$ cat src/vseq_pkg.sv
package vseq_pkg;

  ////////////////////
  // Processing elements
  ////////////////////

  localparam int unsigned NR_LANES  = 2;
  localparam int unsigned NR_PES    = NR_LANES + 2;
  // Non-lane PEs sit right after the lanes
  localparam int unsigned PE_MEM    = NR_LANES;
  localparam int unsigned PE_SCALAR = NR_LANES + 1;

  // Instructions in flight and register file size
  localparam int unsigned NR_VINSN = 4;
  localparam int unsigned NR_VREGS = 32;

  ////////////////////
  // Memory access
  ////////////////////

  localparam int unsigned ELEM_BYTES = 4;
  localparam int unsigned OFFS_W     = $clog2(ELEM_BYTES);
  localparam int unsigned ADDR_LAT   = 2;
  localparam int unsigned LAT_W      = $clog2(ADDR_LAT + 1);

  typedef logic [$clog2(NR_VINSN)-1:0] vid_t;
  typedef logic [$clog2(NR_VREGS)-1:0] vreg_t;
  typedef logic [7:0]                  vlen_t;

  typedef enum logic [1:0] {
    VADD,
    VLD,
    VST,
    VPOPC
  } vseq_op_e;

  typedef enum logic [1:0] {
    UNIT_LANES,
    UNIT_MEM,
    UNIT_SCALAR
  } vseq_unit_e;

  // Base address for loads and stores, bit mask for popcount
  typedef union packed {
    logic [31:0] addr;
    logic [31:0] mask;
  } vseq_operand_u;

  function automatic vseq_unit_e unit_of(vseq_op_e op);
    unique case (op)
      VLD, VST: unit_of = UNIT_MEM;
      VPOPC:    unit_of = UNIT_SCALAR;
      default:  unit_of = UNIT_LANES;
    endcase
  endfunction

endpackage

$ cat src/vseq_lane.sv
`timescale 1ns/100ps

module vseq_lane (
  input  logic                          clk_i,
  input  logic                          rst_ni,
  input  logic                          pe_req_valid_i,
  input  vseq_pkg::vseq_op_e            pe_op_i,
  input  vseq_pkg::vid_t                pe_id_i,
  input  vseq_pkg::vlen_t               pe_vl_i,
  input  logic [vseq_pkg::NR_VINSN-1:0] pe_hazard_i,
  input  logic [vseq_pkg::NR_VINSN-1:0] vinsn_running_i,
  output logic                          ready_o,
  output logic [vseq_pkg::NR_VINSN-1:0] done_o
);

  import vseq_pkg::*;

  logic                busy_q;
  vid_t                id_q;
  vlen_t               cnt_q;
  logic [NR_VINSN-1:0] hazard_q;
  logic                take, clear, last;
  vlen_t               share;

  // Elements handled by this lane, rounded up
  assign share = vlen_t'((32'(pe_vl_i) + NR_LANES - 1) / NR_LANES);

  assign ready_o = !busy_q;

  // A finished id is no longer running, so a held broadcast is not run twice
  assign take = pe_req_valid_i && ready_o && unit_of(pe_op_i) == UNIT_LANES &&
                vinsn_running_i[pe_id_i];

  assign clear  = ~|(hazard_q & vinsn_running_i);
  assign last   = busy_q && clear && cnt_q == vlen_t'(1);
  assign done_o = last ? (NR_VINSN'(1) << id_q) : '0;

  always_ff @(posedge clk_i or negedge rst_ni) begin
    if (!rst_ni) begin
      busy_q <= 1'b0;
    end else if (take) begin
      busy_q <= 1'b1;
    end else if (last) begin
      busy_q <= 1'b0;
    end
  end

  always_ff @(posedge clk_i) begin
    if (take) begin
      id_q     <= pe_id_i;
      cnt_q    <= (share == '0) ? vlen_t'(1) : share;
      hazard_q <= pe_hazard_i;
    end else begin
      // Hazards drop out as the older instructions finish
      hazard_q <= hazard_q & vinsn_running_i;
      if (busy_q && clear) cnt_q <= cnt_q - vlen_t'(1);
    end
  end

  // Done only from a busy lane, and only for an id the sequencer still runs
  assert property (@(posedge clk_i) disable iff (!rst_ni)
    |done_o |-> busy_q && ((done_o & vinsn_running_i) == done_o));

endmodule

$ cat src/vseq_mem_unit.sv
`timescale 1ns/100ps

module vseq_mem_unit (
  input  logic                          clk_i,
  input  logic                          rst_ni,
  input  logic                          pe_req_valid_i,
  input  vseq_pkg::vseq_op_e            pe_op_i,
  input  vseq_pkg::vid_t                pe_id_i,
  input  vseq_pkg::vlen_t               pe_vl_i,
  input  vseq_pkg::vseq_operand_u       pe_operand_i,
  input  logic [vseq_pkg::NR_VINSN-1:0] pe_hazard_i,
  input  logic [vseq_pkg::NR_VINSN-1:0] vinsn_running_i,
  output logic                          ready_o,
  output logic [vseq_pkg::NR_VINSN-1:0] done_o,
  output logic                          addr_ack_o,
  output logic                          addr_error_o
);

  import vseq_pkg::*;

  logic                busy_q, addr_q, err_q;
  vid_t                id_q;
  vlen_t               cnt_q;
  logic [LAT_W-1:0]    lat_q;
  logic [NR_VINSN-1:0] hazard_q;
  logic                take, clear, last;

  assign ready_o = !busy_q;
  assign take    = pe_req_valid_i && ready_o && unit_of(pe_op_i) == UNIT_MEM &&
                   vinsn_running_i[pe_id_i];
  assign clear   = ~|(hazard_q & vinsn_running_i);

  // Address phase ends with the acknowledge
  assign addr_ack_o   = busy_q && addr_q && lat_q == '0;
  assign addr_error_o = addr_ack_o && err_q;

  // Misaligned accesses finish right at the acknowledge
  assign last   = addr_error_o || (busy_q && !addr_q && clear && cnt_q == vlen_t'(1));
  assign done_o = last ? (NR_VINSN'(1) << id_q) : '0;

  always_ff @(posedge clk_i or negedge rst_ni) begin
    if (!rst_ni) begin
      busy_q <= 1'b0;
      addr_q <= 1'b0;
    end else if (take) begin
      busy_q <= 1'b1;
      addr_q <= 1'b1;
    end else begin
      if (addr_ack_o) addr_q <= 1'b0;
      if (last) busy_q <= 1'b0;
    end
  end

  always_ff @(posedge clk_i) begin
    if (take) begin
      id_q     <= pe_id_i;
      err_q    <= pe_operand_i.addr[OFFS_W-1:0] != '0;
      lat_q    <= LAT_W'(ADDR_LAT - 1);
      cnt_q    <= (pe_vl_i == '0) ? vlen_t'(1) : pe_vl_i;
      hazard_q <= pe_hazard_i;
    end else begin
      hazard_q <= hazard_q & vinsn_running_i;
      if (addr_q && lat_q != '0) lat_q <= lat_q - LAT_W'(1);
      // One element per cycle once the source data is ready
      if (busy_q && !addr_q && clear) cnt_q <= cnt_q - vlen_t'(1);
    end
  end

endmodule

$ cat src/vseq_scalar_unit.sv
`timescale 1ns/100ps

module vseq_scalar_unit (
  input  logic                          clk_i,
  input  logic                          rst_ni,
  input  logic                          pe_req_valid_i,
  input  vseq_pkg::vseq_op_e            pe_op_i,
  input  vseq_pkg::vid_t                pe_id_i,
  input  vseq_pkg::vlen_t               pe_vl_i,
  input  vseq_pkg::vseq_operand_u       pe_operand_i,
  input  logic [vseq_pkg::NR_VINSN-1:0] pe_hazard_i,
  input  logic [vseq_pkg::NR_VINSN-1:0] vinsn_running_i,
  output logic                          ready_o,
  output logic [vseq_pkg::NR_VINSN-1:0] done_o,
  output logic                          scalar_valid_o,
  output logic [31:0]                   scalar_data_o
);

  import vseq_pkg::*;

  logic                busy_q;
  vid_t                id_q;
  vlen_t               rem_q;
  logic [31:0]         mask_q, count_q;
  logic [NR_VINSN-1:0] hazard_q;
  logic                take, clear, fin;

  assign ready_o = !busy_q;
  assign take    = pe_req_valid_i && ready_o && unit_of(pe_op_i) == UNIT_SCALAR &&
                   vinsn_running_i[pe_id_i];
  assign clear   = ~|(hazard_q & vinsn_running_i);

  // The last bit is added on the way out, so vl cycles suffice
  assign fin            = busy_q && clear && rem_q <= vlen_t'(1);
  assign scalar_valid_o = fin;
  assign scalar_data_o  = count_q + 32'(rem_q != '0 && mask_q[0]);
  assign done_o         = fin ? (NR_VINSN'(1) << id_q) : '0;

  always_ff @(posedge clk_i or negedge rst_ni) begin
    if (!rst_ni) begin
      busy_q <= 1'b0;
    end else if (take) begin
      busy_q <= 1'b1;
    end else if (fin) begin
      busy_q <= 1'b0;
    end
  end

  always_ff @(posedge clk_i) begin
    if (take) begin
      id_q     <= pe_id_i;
      rem_q    <= pe_vl_i;
      mask_q   <= pe_operand_i.mask;
      count_q  <= '0;
      hazard_q <= pe_hazard_i;
    end else begin
      hazard_q <= hazard_q & vinsn_running_i;
      if (busy_q && clear && rem_q != '0) begin
        count_q <= count_q + 32'(mask_q[0]);
        mask_q  <= mask_q >> 1;
        rem_q   <= rem_q - vlen_t'(1);
      end
    end
  end

endmodule

$ cat src/vseq_sequencer.sv
`timescale 1ns/100ps

module vseq_sequencer (
  input  logic                                                clk_i,
  input  logic                                                rst_ni,
  // Host request
  input  logic                                                req_valid_i,
  output logic                                                req_ready_o,
  input  vseq_pkg::vseq_op_e                                  req_op_i,
  input  vseq_pkg::vreg_t                                     req_vd_i,
  input  vseq_pkg::vreg_t                                     req_vs1_i,
  input  vseq_pkg::vreg_t                                     req_vs2_i,
  input  vseq_pkg::vlen_t                                     req_vl_i,
  input  vseq_pkg::vseq_operand_u                             req_operand_i,
  // Host response
  output logic                                                resp_valid_o,
  output logic [31:0]                                         resp_data_o,
  output logic                                                resp_error_o,
  output logic                                                idle_o,
  // Broadcast to the PEs
  output logic                                                pe_req_valid_o,
  output vseq_pkg::vseq_op_e                                  pe_op_o,
  output vseq_pkg::vid_t                                      pe_id_o,
  output vseq_pkg::vlen_t                                     pe_vl_o,
  output vseq_pkg::vseq_operand_u                             pe_operand_o,
  output logic [vseq_pkg::NR_VINSN-1:0]                       pe_hazard_o,
  output logic [vseq_pkg::NR_VINSN-1:0]                       vinsn_running_o,
  input  logic [vseq_pkg::NR_PES-1:0]                         pe_ready_i,
  input  logic [vseq_pkg::NR_PES-1:0][vseq_pkg::NR_VINSN-1:0] pe_done_i,
  // Unit responses
  input  logic                                                addr_ack_i,
  input  logic                                                addr_error_i,
  input  logic                                                scalar_valid_i,
  input  logic [31:0]                                         scalar_data_i
);

  import vseq_pkg::*;

  logic [NR_PES-1:0][NR_VINSN-1:0] pe_running_d, pe_running_q;
  logic [NR_VINSN-1:0]             running_d, running_q;

  // Last reader and last writer of each vector register
  vid_t [NR_VREGS-1:0] rd_vid_q, wr_vid_q;
  logic [NR_VREGS-1:0] rd_vld_q, wr_vld_q;
  logic [NR_VREGS-1:0] rd_live, wr_live;

  logic                wait_q;
  vid_t                free_id;
  logic                full, all_ready, hold, issue;
  logic                use_vs1, use_vs2, rd_vd, wr_vd;
  logic [NR_VINSN-1:0] haz_vs1, haz_vs2, haz_vd, haz_all;
  logic                haz_block;

  assign all_ready = &pe_ready_i;
  assign hold      = pe_req_valid_o && !all_ready;
  assign full      = &running_q;

  assign vinsn_running_o = running_q;
  assign idle_o          = !(|running_q);

  // Register use per op
  assign use_vs1 = req_op_i == VADD;
  assign use_vs2 = req_op_i inside {VADD, VPOPC};
  assign rd_vd   = req_op_i == VST;
  assign wr_vd   = req_op_i inside {VADD, VLD};

  // Lowest id that is not running
  always_comb begin
    free_id = '0;
    for (int i = NR_VINSN - 1; i >= 0; i--) begin
      if (!running_q[i]) free_id = vid_t'(i);
    end
  end

  // List entries expire once their instruction has finished
  always_comb begin
    for (int v = 0; v < NR_VREGS; v++) begin
      rd_live[v] = rd_vld_q[v] && running_q[rd_vid_q[v]];
      wr_live[v] = wr_vld_q[v] && running_q[wr_vid_q[v]];
    end
  end

  ////////////////////
  // Hazards
  ////////////////////

  always_comb begin
    haz_vs1 = '0;
    haz_vs2 = '0;
    haz_vd  = '0;
    // RAW
    if (use_vs1 && wr_live[req_vs1_i]) haz_vs1[wr_vid_q[req_vs1_i]] = 1'b1;
    if (use_vs2 && wr_live[req_vs2_i]) haz_vs2[wr_vid_q[req_vs2_i]] = 1'b1;
    if (rd_vd && wr_live[req_vd_i]) haz_vd[wr_vid_q[req_vd_i]] = 1'b1;
    // WAR
    if (wr_vd && rd_live[req_vd_i]) haz_vd[rd_vid_q[req_vd_i]] = 1'b1;
    // WAW
    if (wr_vd && wr_live[req_vd_i]) haz_vd[wr_vid_q[req_vd_i]] = 1'b1;
  end

  assign haz_all = haz_vs1 | haz_vs2 | haz_vd;

  // Without a source operand no PE would stall, so the hazard is resolved here
  assign haz_block = !(use_vs1 || use_vs2 || rd_vd) && |haz_all;

  assign issue       = !wait_q && req_valid_i && all_ready && !full && !haz_block;
  assign req_ready_o = issue;

  ////////////////////
  // Running table
  ////////////////////

  always_comb begin
    pe_running_d = pe_running_q;
    for (int p = 0; p < NR_PES; p++) begin
      pe_running_d[p] &= ~pe_done_i[p];
    end
    if (issue) begin
      unique case (unit_of(req_op_i))
        UNIT_MEM:    pe_running_d[PE_MEM][free_id] = 1'b1;
        UNIT_SCALAR: pe_running_d[PE_SCALAR][free_id] = 1'b1;
        default: begin
          for (int l = 0; l < NR_LANES; l++) begin
            pe_running_d[l][free_id] = 1'b1;
          end
        end
      endcase
    end
    running_d = '0;
    for (int p = 0; p < NR_PES; p++) begin
      running_d |= pe_running_d[p];
    end
  end

  // Loads, stores and popcount respond through the memory or scalar unit
  assign resp_valid_o = wait_q && (addr_ack_i || scalar_valid_i);
  assign resp_data_o  = scalar_valid_i ? scalar_data_i : '0;
  assign resp_error_o = addr_ack_i && addr_error_i;

  always_ff @(posedge clk_i or negedge rst_ni) begin
    if (!rst_ni) begin
      wait_q         <= 1'b0;
      pe_running_q   <= '0;
      running_q      <= '0;
      rd_vld_q       <= '0;
      wr_vld_q       <= '0;
      pe_req_valid_o <= 1'b0;
    end else begin
      pe_running_q   <= pe_running_d;
      running_q      <= running_d;
      pe_req_valid_o <= issue || hold;
      if (issue && unit_of(req_op_i) != UNIT_LANES) begin
        wait_q <= 1'b1;
      end else if (resp_valid_o) begin
        wait_q <= 1'b0;
      end
      rd_vld_q <= rd_live;
      wr_vld_q <= wr_live;
      if (issue) begin
        if (wr_vd) wr_vld_q[req_vd_i] <= 1'b1;
        if (rd_vd) rd_vld_q[req_vd_i] <= 1'b1;
        if (use_vs1) rd_vld_q[req_vs1_i] <= 1'b1;
        if (use_vs2) rd_vld_q[req_vs2_i] <= 1'b1;
      end
    end
  end

  // Broadcast payload and hazards that shrink while the broadcast is held
  always_ff @(posedge clk_i) begin
    pe_hazard_o <= issue ? haz_all : (pe_hazard_o & running_d);
    if (issue) begin
      pe_op_o      <= req_op_i;
      pe_id_o      <= free_id;
      pe_vl_o      <= req_vl_i;
      pe_operand_o <= req_operand_i;
      if (wr_vd) wr_vid_q[req_vd_i] <= free_id;
      if (rd_vd) rd_vid_q[req_vd_i] <= free_id;
      if (use_vs1) rd_vid_q[req_vs1_i] <= free_id;
      if (use_vs2) rd_vid_q[req_vs2_i] <= free_id;
    end
  end

  // Every running id is still on the broadcast or held by a busy PE
  assert property (@(posedge clk_i) disable iff (!rst_ni)
    |running_q |-> pe_req_valid_o || !all_ready);

  // A unit answers only while the FSM waits and never two at once
  assert property (@(posedge clk_i) disable iff (!rst_ni)
    (addr_ack_i || scalar_valid_i) |-> wait_q && !(addr_ack_i && scalar_valid_i));

endmodule

$ cat src/vseq_top.sv
`timescale 1ns/100ps

module vseq_top (
  input  logic                     clk_i,
  input  logic                     rst_ni,
  input  logic                     req_valid_i,
  output logic                     req_ready_o,
  input  vseq_pkg::vseq_op_e       req_op_i,
  input  vseq_pkg::vreg_t          req_vd_i,
  input  vseq_pkg::vreg_t          req_vs1_i,
  input  vseq_pkg::vreg_t          req_vs2_i,
  input  vseq_pkg::vlen_t          req_vl_i,
  input  vseq_pkg::vseq_operand_u  req_operand_i,
  output logic                     resp_valid_o,
  output logic [31:0]              resp_data_o,
  output logic                     resp_error_o,
  output logic                     idle_o
);

  import vseq_pkg::*;

  // Broadcast
  logic          pe_req_valid;
  vseq_op_e      pe_op;
  vid_t          pe_id;
  vlen_t         pe_vl;
  vseq_operand_u pe_operand;
  logic [NR_VINSN-1:0] pe_hazard, vinsn_running;

  // PE status
  logic [NR_PES-1:0]               pe_ready;
  logic [NR_PES-1:0][NR_VINSN-1:0] pe_done;
  logic                            addr_ack, addr_error;
  logic                            scalar_valid;
  logic [31:0]                     scalar_data;

  vseq_sequencer u_sequencer (
    .clk_i           (clk_i),
    .rst_ni          (rst_ni),
    .req_valid_i     (req_valid_i),
    .req_ready_o     (req_ready_o),
    .req_op_i        (req_op_i),
    .req_vd_i        (req_vd_i),
    .req_vs1_i       (req_vs1_i),
    .req_vs2_i       (req_vs2_i),
    .req_vl_i        (req_vl_i),
    .req_operand_i   (req_operand_i),
    .resp_valid_o    (resp_valid_o),
    .resp_data_o     (resp_data_o),
    .resp_error_o    (resp_error_o),
    .idle_o          (idle_o),
    .pe_req_valid_o  (pe_req_valid),
    .pe_op_o         (pe_op),
    .pe_id_o         (pe_id),
    .pe_vl_o         (pe_vl),
    .pe_operand_o    (pe_operand),
    .pe_hazard_o     (pe_hazard),
    .vinsn_running_o (vinsn_running),
    .pe_ready_i      (pe_ready),
    .pe_done_i       (pe_done),
    .addr_ack_i      (addr_ack),
    .addr_error_i    (addr_error),
    .scalar_valid_i  (scalar_valid),
    .scalar_data_i   (scalar_data)
  );

  ////////////////////
  // Lanes
  ////////////////////

  for (genvar l = 0; l < NR_LANES; l++) begin : g_lane
    vseq_lane u_lane (
      .clk_i           (clk_i),
      .rst_ni          (rst_ni),
      .pe_req_valid_i  (pe_req_valid),
      .pe_op_i         (pe_op),
      .pe_id_i         (pe_id),
      .pe_vl_i         (pe_vl),
      .pe_hazard_i     (pe_hazard),
      .vinsn_running_i (vinsn_running),
      .ready_o         (pe_ready[l]),
      .done_o          (pe_done[l])
    );
  end

  vseq_mem_unit u_mem_unit (
    .clk_i           (clk_i),
    .rst_ni          (rst_ni),
    .pe_req_valid_i  (pe_req_valid),
    .pe_op_i         (pe_op),
    .pe_id_i         (pe_id),
    .pe_vl_i         (pe_vl),
    .pe_operand_i    (pe_operand),
    .pe_hazard_i     (pe_hazard),
    .vinsn_running_i (vinsn_running),
    .ready_o         (pe_ready[PE_MEM]),
    .done_o          (pe_done[PE_MEM]),
    .addr_ack_o      (addr_ack),
    .addr_error_o    (addr_error)
  );

  vseq_scalar_unit u_scalar_unit (
    .clk_i           (clk_i),
    .rst_ni          (rst_ni),
    .pe_req_valid_i  (pe_req_valid),
    .pe_op_i         (pe_op),
    .pe_id_i         (pe_id),
    .pe_vl_i         (pe_vl),
    .pe_operand_i    (pe_operand),
    .pe_hazard_i     (pe_hazard),
    .vinsn_running_i (vinsn_running),
    .ready_o         (pe_ready[PE_SCALAR]),
    .done_o          (pe_done[PE_SCALAR]),
    .scalar_valid_o  (scalar_valid),
    .scalar_data_o   (scalar_data)
  );

endmodule

$ cat config.mk
export PLATFORM = sky130hd
export DESIGN_NAME = vseq_top
export DESIGN_NICKNAME = d
export VERILOG_FILES = /design/src/vseq_pkg.sv /design/src/vseq_lane.sv /design/src/vseq_mem_unit.sv /design/src/vseq_scalar_unit.sv /design/src/vseq_sequencer.sv /design/src/vseq_top.sv
export SDC_FILE = /design/constraint.sdc
export NUM_CORES = 1
export LEC_CHECK = 0
export BUFFER_PORTS_ARGS = -buffer_cell sky130_fd_sc_hd__buf_2
export CAP_MARGIN = 20
export CORE_UTILIZATION = 45
export CTS_CLUSTER_SIZE = 20
export DETAILED_ROUTE_END_ITERATION = 12
export MAX_ROUTING_LAYER = met4
export PLACE_DENSITY = 0.66
export SLEW_MARGIN = 5
export SYNTH_ARGS = -nofsm -noshare
export SYNTH_HDL_FRONTEND = slang
export SYNTH_SLANG_ARGS = --single-unit
$ cat constraint.sdc
create_clock -name clk_i -period 8.5 [get_ports clk_i]
set_clock_uncertainty 0.1 [all_clocks]
set_input_delay 2.125 -clock clk_i [delete_from_list [all_inputs] [get_ports clk_i]]
set_output_delay 2.125 -clock clk_i [all_outputs]
set_load 0.01 [all_outputs]
==> results of run 1 <==
## power by group through the flow
stage                     Combinational, W  Clock, W  Sequential, W
after floorplan                   0.000143         0        0.00204
after global placement            0.000239         0        0.00204
after detailed placement          0.000238         0        0.00204
after CTS                         0.000239   0.00196        0.00200
after global routing              0.000256   0.00203        0.00200
final                             0.000246   0.00192        0.00200
## metrics by stage
stage | instances | power, W | util [%]
after CTS | 2946 | 0.00420 | 50.4
after floorplan | 2199 | 0.00218 | -
after global routing | 2950 | 0.00428 | 50.5
after global placement | 2864 | 0.00228 | 47.5
final | 2950 | 0.00417 | 50.5
after detailed placement | 2864 | 0.00228 | 47.5
## flip-flops by register name, indices dropped and copies added (netlist names), 4 cells and up
name,count
g_lane.u_lane.hazard_q,8
u_scalar_unit.rem_q,8
u_mem_unit.hazard_q,4
u_sequencer.pe_running_q,16
u_scalar_unit.count_q,32
u_sequencer.wr_vid_q,64
u_sequencer.pe_operand_o,32
u_scalar_unit.hazard_q,4
u_sequencer.pe_hazard_o,4
u_scalar_unit.mask_q,32
u_sequencer.rd_vid_q,64
u_sequencer.pe_vl_o,8
u_sequencer.vinsn_running_o,4
g_lane.u_lane.id_q,4
u_sequencer.rd_vld_q,32
u_sequencer.wr_vld_q,32
u_mem_unit.cnt_q,8
g_lane.u_lane.cnt_q,16
## layout make-up
class / count / area (um^2)
inverters: 46 / 175
clock inverters: 22 / 284
diodes: 2 / 5.00
multi-input cells: 1622 / 11300
fillers: 4626 / 24800
clock buffers: 60 / 1180
flip-flops and latches: 390 / 10700
well taps: 672 / 841
repair buffers: 136 / 798
## Yosys cell counts (9+ instances only)
library cell,n
a211oi_1,9
a21o_1,9
a21oi_1,39
a31oi_1,16
and2_1,13
and3_1,13
and4_1,9
buf_1,12
buf_2,24
clkbuf_1,88
dfrtp_1,91
dfxtp_1,54
edfxtp_1,245
ha_1,22
inv_1,42
mux2_2,67
mux2i_1,153
mux4_2,55
nand2_1,320
nand2b_1,48
nand3_1,63
nand4_1,18
nor2_1,184
nor2b_1,16
nor3_1,71
nor4_1,26
o21ai_0,94
o22ai_1,65
o31ai_1,19
o32ai_1,26
or2_1,21
or2_2,12
or3_1,27
xnor2_1,32
xor2_1,47
## layout by cell type, fill, tap and decap left out, types with 27 or more instances in the layout
master / count
nor2_1: 184
o22ai_1: 65
dfxtp_1: 54
mux2i_1: 153
inv_1: 42
nor3_1: 71
xnor2_1: 32
mux2_2: 67
mux4_2: 55
clkbuf_16: 44
buf_4: 40
xor2_1: 47
nand2b_1: 48
o21ai_0: 94
buf_2: 94
dfrtp_1: 87
or3_1: 27
edfxtp_1: 245
a21oi_1: 38
nand2_1: 320
nand3_1: 63
## cell families (layout without fill, tap and decap cells)
kind of cell | Yosys count | count (layout) | share of synthesized area (%)
other | 0 | 2 | 0
muxes | 278 | 278 | 15.8
DFF | 390 | 390 | 47.1
buffers and inverters | 187 | 264 | 3.56
adders and majority gates | 22 | 22 | 1.21
and+or+nand+nor | 884 | 884 | 18.7
AOI/OAI and AO/OA | 359 | 359 | 10.6
xor gates and xnor gates | 79 | 79 | 3.04
## path summary, 6_finish.rpt
path | start | endpoint | cells past startpoint
setup / recovery | req_vd_i[0] | req_ready_o | 10
min in group asynchronous | rst_ni | u_sequencer.wr_vld_q[27]$_DFF_PN0_ | 1
hold reg to reg | g_lane[0].u_lane.hazard_q[3]$_DFF_P_ | g_lane[0].u_lane.hazard_q[3]$_DFF_P_ | 2
max in group asynchronous | rst_ni | u_sequencer.vinsn_running_o[2]$_DFF_PN0_ | 2
hold / removal | g_lane[0].u_lane.hazard_q[3]$_DFF_P_ | g_lane[0].u_lane.hazard_q[3]$_DFF_P_ | 2
setup reg to reg | u_sequencer.vinsn_running_o[1]$_DFF_PN0_ | u_sequencer.rd_vid_q[44]$_DFFE_PN_ | 12
## worst max-delay path: stages
cell and delay, ps:
buf_2 440, nand2b_1 600, nor2_1 100, a2111oi_0 460, a311oi_1 110, and3_1 280
nor4_4 590, o21ai_2 190, inv_4 110, buf_2 130
## layer usage
metal	part of all wire, %	wire length [um]	vias up
met2	48	38100	818
met3	6.2	4940	193
met1	42	33400	9311
li1	-	-	8254
met4	4.4	3510	0
met5	0	0	-
==> results by group, run 1 <==
Critical path
  • CP required: 6280 ps
  • Flop-to-flop setup slack: 2860 ps
  • Critical path peak fanout: 23
  • Critical Path AT: 5170 ps
  • Nature of the critical path endpoint: output port
  • Kind of critical path: in2out
  • CP Launch Type: input pin

Place
  • Placed cell area: 23800 um^2
  • Gp weighted congestion: 1.05
  • DPL Wire Length: 58000 um
  • I/O Buffers: 95
  • Place WS: 1170 ps

Global routing
  • Vias in the first global route: 17900
  • First-pass GRT wire length: 118000 um
  • GR Layer Usage met3: 4.19%
  • Initial antenna violation count: 1
  • Largest net degree at the start of global routing: 83
  • Met1 usage: 41.6%
  • GRT Total Usage: 32.3%
  • Met2 GRT Util: 51.7%
  • Total congestion overflow: 0
  • Global route hottest layer: met2

Timing
  • Final worst slack: 1110 ps
  • RSZ-0062 raised after global routing: false
  • Fin. max-slew vios: 0
  • Slew headroom: 30.2%
  • Final hold violations: 0
  • Period utilization: 86.9%
  • Worst hold slack: 376 ps
  • Max Clk Rate: 135 MHz
  • Worst-Margin Slew: 1050 ps
  • Final setup vio count: 0
  • Final setup TNS: 0 ps
  • Min Tclk post-route: 7390 ps

Synth
  • Ys async rst share: 23.3%
  • Synth top area cells: edfxtp_1 32%, dfrtp_1 10%, mux2i_1 6.7%, mux4_2 5.4%, nand2_1 5.3%
  • Synth unique cells: 83
  • Cell area after synthesis: 22800 um^2
  • Number of synthesized flops with an enable pin: 245
  • Syn_area_per_cell: 10.4 um^2
  • Seq cells post-synth: 390
  • Syn Inst Count: 2199
  • Share of the synthesized area in the top cell type: 32.3%
  • Seq/Total Area, Yosys: 47.1%
  • Main synth FF type: edfxtp_1
  • Warnings from Yosys: 0
  • Post-synth top area cell: edfxtp_1
  • Syn_nets: 2281

Final layout
  • Design Area, Final: 25300 um^2
  • P&R area growth vs syn: 11.0%
  • Share of cells above drive strength 1: 15.9%
  • Fin nets: 2322

Clock network
  • CTS tree: yes
  • CTS sink cnt: 390
  • CTS Hold Bufs: 0
  • CTS max path bufs: 3
  • Root buffer cell: clkbuf_16
  • Post-CTS resize count: 0
  • Post-CTS Setup Bufs: 0
  • Clock Latency Late Sink: 620 ps
  • Clock slew at reported path FFs: 60 ps
  • CTS buffer count: 44
  • Clock H-tree levels: 2

Detailed routing
  • Post-route ant nets: 0
  • Wire length per cell: 27.1 um
  • Routed via count: 18600
  • Drt pass-1 iters: 6
  • Vias per cell: 6.30
  • Post-route DRC: 0
  • Iter 0 DRT Violations: 2063
  • Final WL: 80000 um

Die
  • CORE AREA: 50100 um^2
  • Num rows: 82
  • Boundary Pins: 96
  • Die width: 227 um
  • Initial Utilization: 45.5%
  • Die area: 51500 um^2
  • Die height: 227 um

Run status
  • Status: complete, no violations

Power and ir drop
  • Net Sw Power: 0.000986 W
  • Internal power: 0.00318 W
  • Clk pwr share: 46.1%
  • Share of power burned in registers: 48.0%
  • Sw Share: 23.7%
  • Leakage: 8.94 nW
  • Peak VDD IR: 159 uV
  • Comb pwr share: 5.9%
  • PwrDens: 165 nW/um^2

Min path
  • Hold crit path type: reg2reg

Flow run
  • Max_cap viols: 0
(Power assumes the default switching activity.)
==> run 2, diff against run 1 <==
Settings changed: CORE_MARGIN set to 2, CORE_UTILIZATION 45 to 58, PLACE_DENSITY 0.66 to 0.81.
==> results by group, run 2 (synthesis gave the netlist of run 1 again) <==
Run status
  • Status: complete, no violations

Die
  • Die area: 40900 um^2 (-21%)
  • Initial Utilization: 58.8% (+13 points)
  • Num rows: 72 (-12%)
  • CORE AREA: 38700 um^2 (-23%)
  • Die width: 202 um (-11%)
  • Boundary Pins: 96 (unchanged)
  • Die height: 202 um (-11%)

Power and ir drop
  • PwrDens: 166 nW/um^2 (+0.36%)
  • Peak VDD IR: 178 uV (+12%)
  • Leakage: 8.87 nW (-0.73%)

Clock network
  • CTS Hold Bufs: 0 (unchanged)
  • Post-CTS resize count: 0 (unchanged)
  • CTS buffer count: 42 (-4.5%)
  • CTS tree: yes
  • Post-CTS Setup Bufs: 0 (unchanged)
  • CTS max path bufs: 3 (unchanged)
  • CTS sink cnt: 390 (unchanged)
  • Clock H-tree levels: 2 (unchanged)
  • Clock Latency Late Sink: 600 ps (-20 ps)
  • Clock slew at reported path FFs: 50 ps (about the same)
  • Root buffer cell: clkbuf_16

Critical path
  • CP Launch Type: input pin
  • CP top delay family: buffers and inverters
  • Flop-to-flop setup slack: 2770 ps (-90 ps)
  • Worst r2r path cells: 14 (+2)
  • Setup crit start: req_vd_i[1]
  • Crit. path cell count: 11 (+1)
  • WP buf/inv: 4 (+1)
  • Nature of the critical path endpoint: output port
  • CP required: 6280 ps (about the same)
  • Critical Path AT: 5230 ps (+60 ps)
  • Crit path cell chain: buf_4 > inv_1 > nand3_1 > o21ai_0 > a2111oi_0 > a311oi_1 > and3_1 > nor4_4 > o21ai_2 > inv_4 > buf_2
  • RR Endpoint: u_sequencer.pe_running_q[6]$_DFF_PN0_
  • Critical path peak fanout: 37 (+61%)
  • CP Capture Point: req_ready_o
  • Crit Reg-Reg Startpoint: u_sequencer.vinsn_running_o[2]$_DFF_PN0_
  • Max stage delay on crit path: 570 ps (-30 ps)
  • Worst path slowest cell: nor4_4
  • Kind of critical path: in2out

Detailed routing
  • Routed via count: 18800 (+1.4%)
  • Post-route ant nets: 0 (unchanged)
  • Post-route DRC: 0 (unchanged)
  • Drt pass-1 iters: 9 (+3)
  • Iter 0 DRT Violations: 2142 (+3.8%)
  • Wire length per cell: 28.3 um (+4.4%)
  • Final WL: 78700 um (-1.6%)
  • Vias per cell: 6.78 (+7.6%)

Global routing
  • First-pass GRT wire length: 118000 um (+0.25%)
  • Initial antenna violation count: 0 (-1)
  • GRT Total Usage: 39.9% (+7.6 points)
  • Total congestion overflow: 0 (unchanged)
  • Vias in the first global route: 18300 (+2.4%)
  • Largest net degree at the start of global routing: 83 (unchanged)

Timing
  • Period utilization: 87.7% (+0.72 points)
  • Final hold violations: 0 (unchanged)
  • Final setup TNS: 0 ps (unchanged)
  • Fin. max-slew vios: 0 (unchanged)
  • Worst-Margin Slew: 1040 ps (-5.02 ps)
  • Slew headroom: 30.6% (+0.33 points)
  • RSZ-0062 raised after global routing: false
  • Final worst slack: 1050 ps (-61.1 ps)
  • Max Clk Rate: 134 MHz (-0.82%)
  • Min Tclk post-route: 7450 ps (+61.1 ps)
  • Final setup vio count: 0 (unchanged)

Final layout
  • Commonest non-fill, non-tap cell in the layout: nand2_1
  • Ant diodes: 0 (-2)
  • Commonest cells after routing, fill and taps aside: 320 x nand2_1, 245 x edfxtp_1, 184 x nor2_1
  • Largest regs: u_sequencer.rd_vid_q: 64 flops, u_sequencer.wr_vid_q: 64 flops
  • P&R area growth vs syn: 9.55%
  • Fillers: 2995 (-35%)
  • Fin cells: 2780 (-5.8%)
  • Fin nets: 2310 (-0.52%)
  • Share of cells above drive strength 1: 15.6% (-0.30 points)

Place
  • Dpl cells: 2699 (-5.8%)
  • Place WS: 1140 ps (-26.9 ps)
  • DPL Wire Length: 56700 um (-2.3%)
  • Gp weighted congestion: 1.07 (+2.4%)
  • I/O Buffers: 95 (unchanged)

Min path
  • Hold crit path type: reg2reg

Flow run
  • Max_cap viols: 0 (unchanged)
-- run 2: metal layers --
metal / share of wire [%] / GRT usage (%)
met3: 9.6 / 7.92
met4: 5.6 / 19.3
met2: 47 / 61.8
met1: 38 / 50.5
met5: 0 / -
-- run 2: power breakdown --
| group | leakage (nW) | internal (W) | switching, W | total [W] |
|---|---|---|---|---|
| sequential | 3.62 | 0.00200 | 0 | 0.00200 |
| clock | 0.680 | 0.00110 | 0.000791 | 0.00189 |
| combinational | 4.57 | 0.0000710 | 0.000167 | 0.000238 |
-- run 2: worst min-delay path by stage --
stage,start,to,slack (ps),depth (start not counted)
CTS,u_scalar_unit.hazard_q[1]$_DFF_P_,u_scalar_unit.hazard_q[1]$_DFF_P_,380,2
floorplan,u_sequencer.rd_vld_q[11]$_DFF_PN0_,u_sequencer.rd_vld_q[11]$_DFF_PN0_,340,2
finish,u_scalar_unit.hazard_q[1]$_DFF_P_,u_scalar_unit.hazard_q[1]$_DFF_P_,380,2
detailed placement,u_scalar_unit.hazard_q[0]$_DFF_P_,u_scalar_unit.hazard_q[0]$_DFF_P_,370,2
global placement,u_sequencer.rd_vld_q[13]$_DFF_PN0_,u_sequencer.rd_vld_q[13]$_DFF_PN0_,360,2
global route,g_lane[1].u_lane.hazard_q[1]$_DFF_P_,g_lane[1].u_lane.hazard_q[1]$_DFF_P_,400,2
-- run 2: cell type report --
cell class                      count  area, um^2  share of cell area (%)
Timing Repair Buffer              126         708                    2.84
Tap cell                          518         648                    2.60
Sequential cell                   390       10700                    43.0
Inverter                           46         175                   0.702
Clock inverter                     18         246                   0.988
Clock buffer                       60        1180                    4.73
Multi-Input combinational cell   1622       11300                    45.2
-- run 2: tightest hold or removal path, stage by stage, from the launching register on --
cell and delay (ps):
dfxtp_1 310, nand3_1 70, nand2_1 50
-- run 2: stage by stage --
stage | util [%] | total power, W | instance area (um^2) | hold slack, ps
after global placement | 60.7 | 0.00227 | 23500 | 358
after global routing | 64.4 | 0.00423 | 24900 | 402
final | 64.4 | 0.00413 | 24900 | 378
after floorplan | - | 0.00218 | 22800 | 338
after CTS | 64.3 | 0.00414 | 24900 | 382
after detailed placement | 60.7 | 0.00227 | 23500 | 374
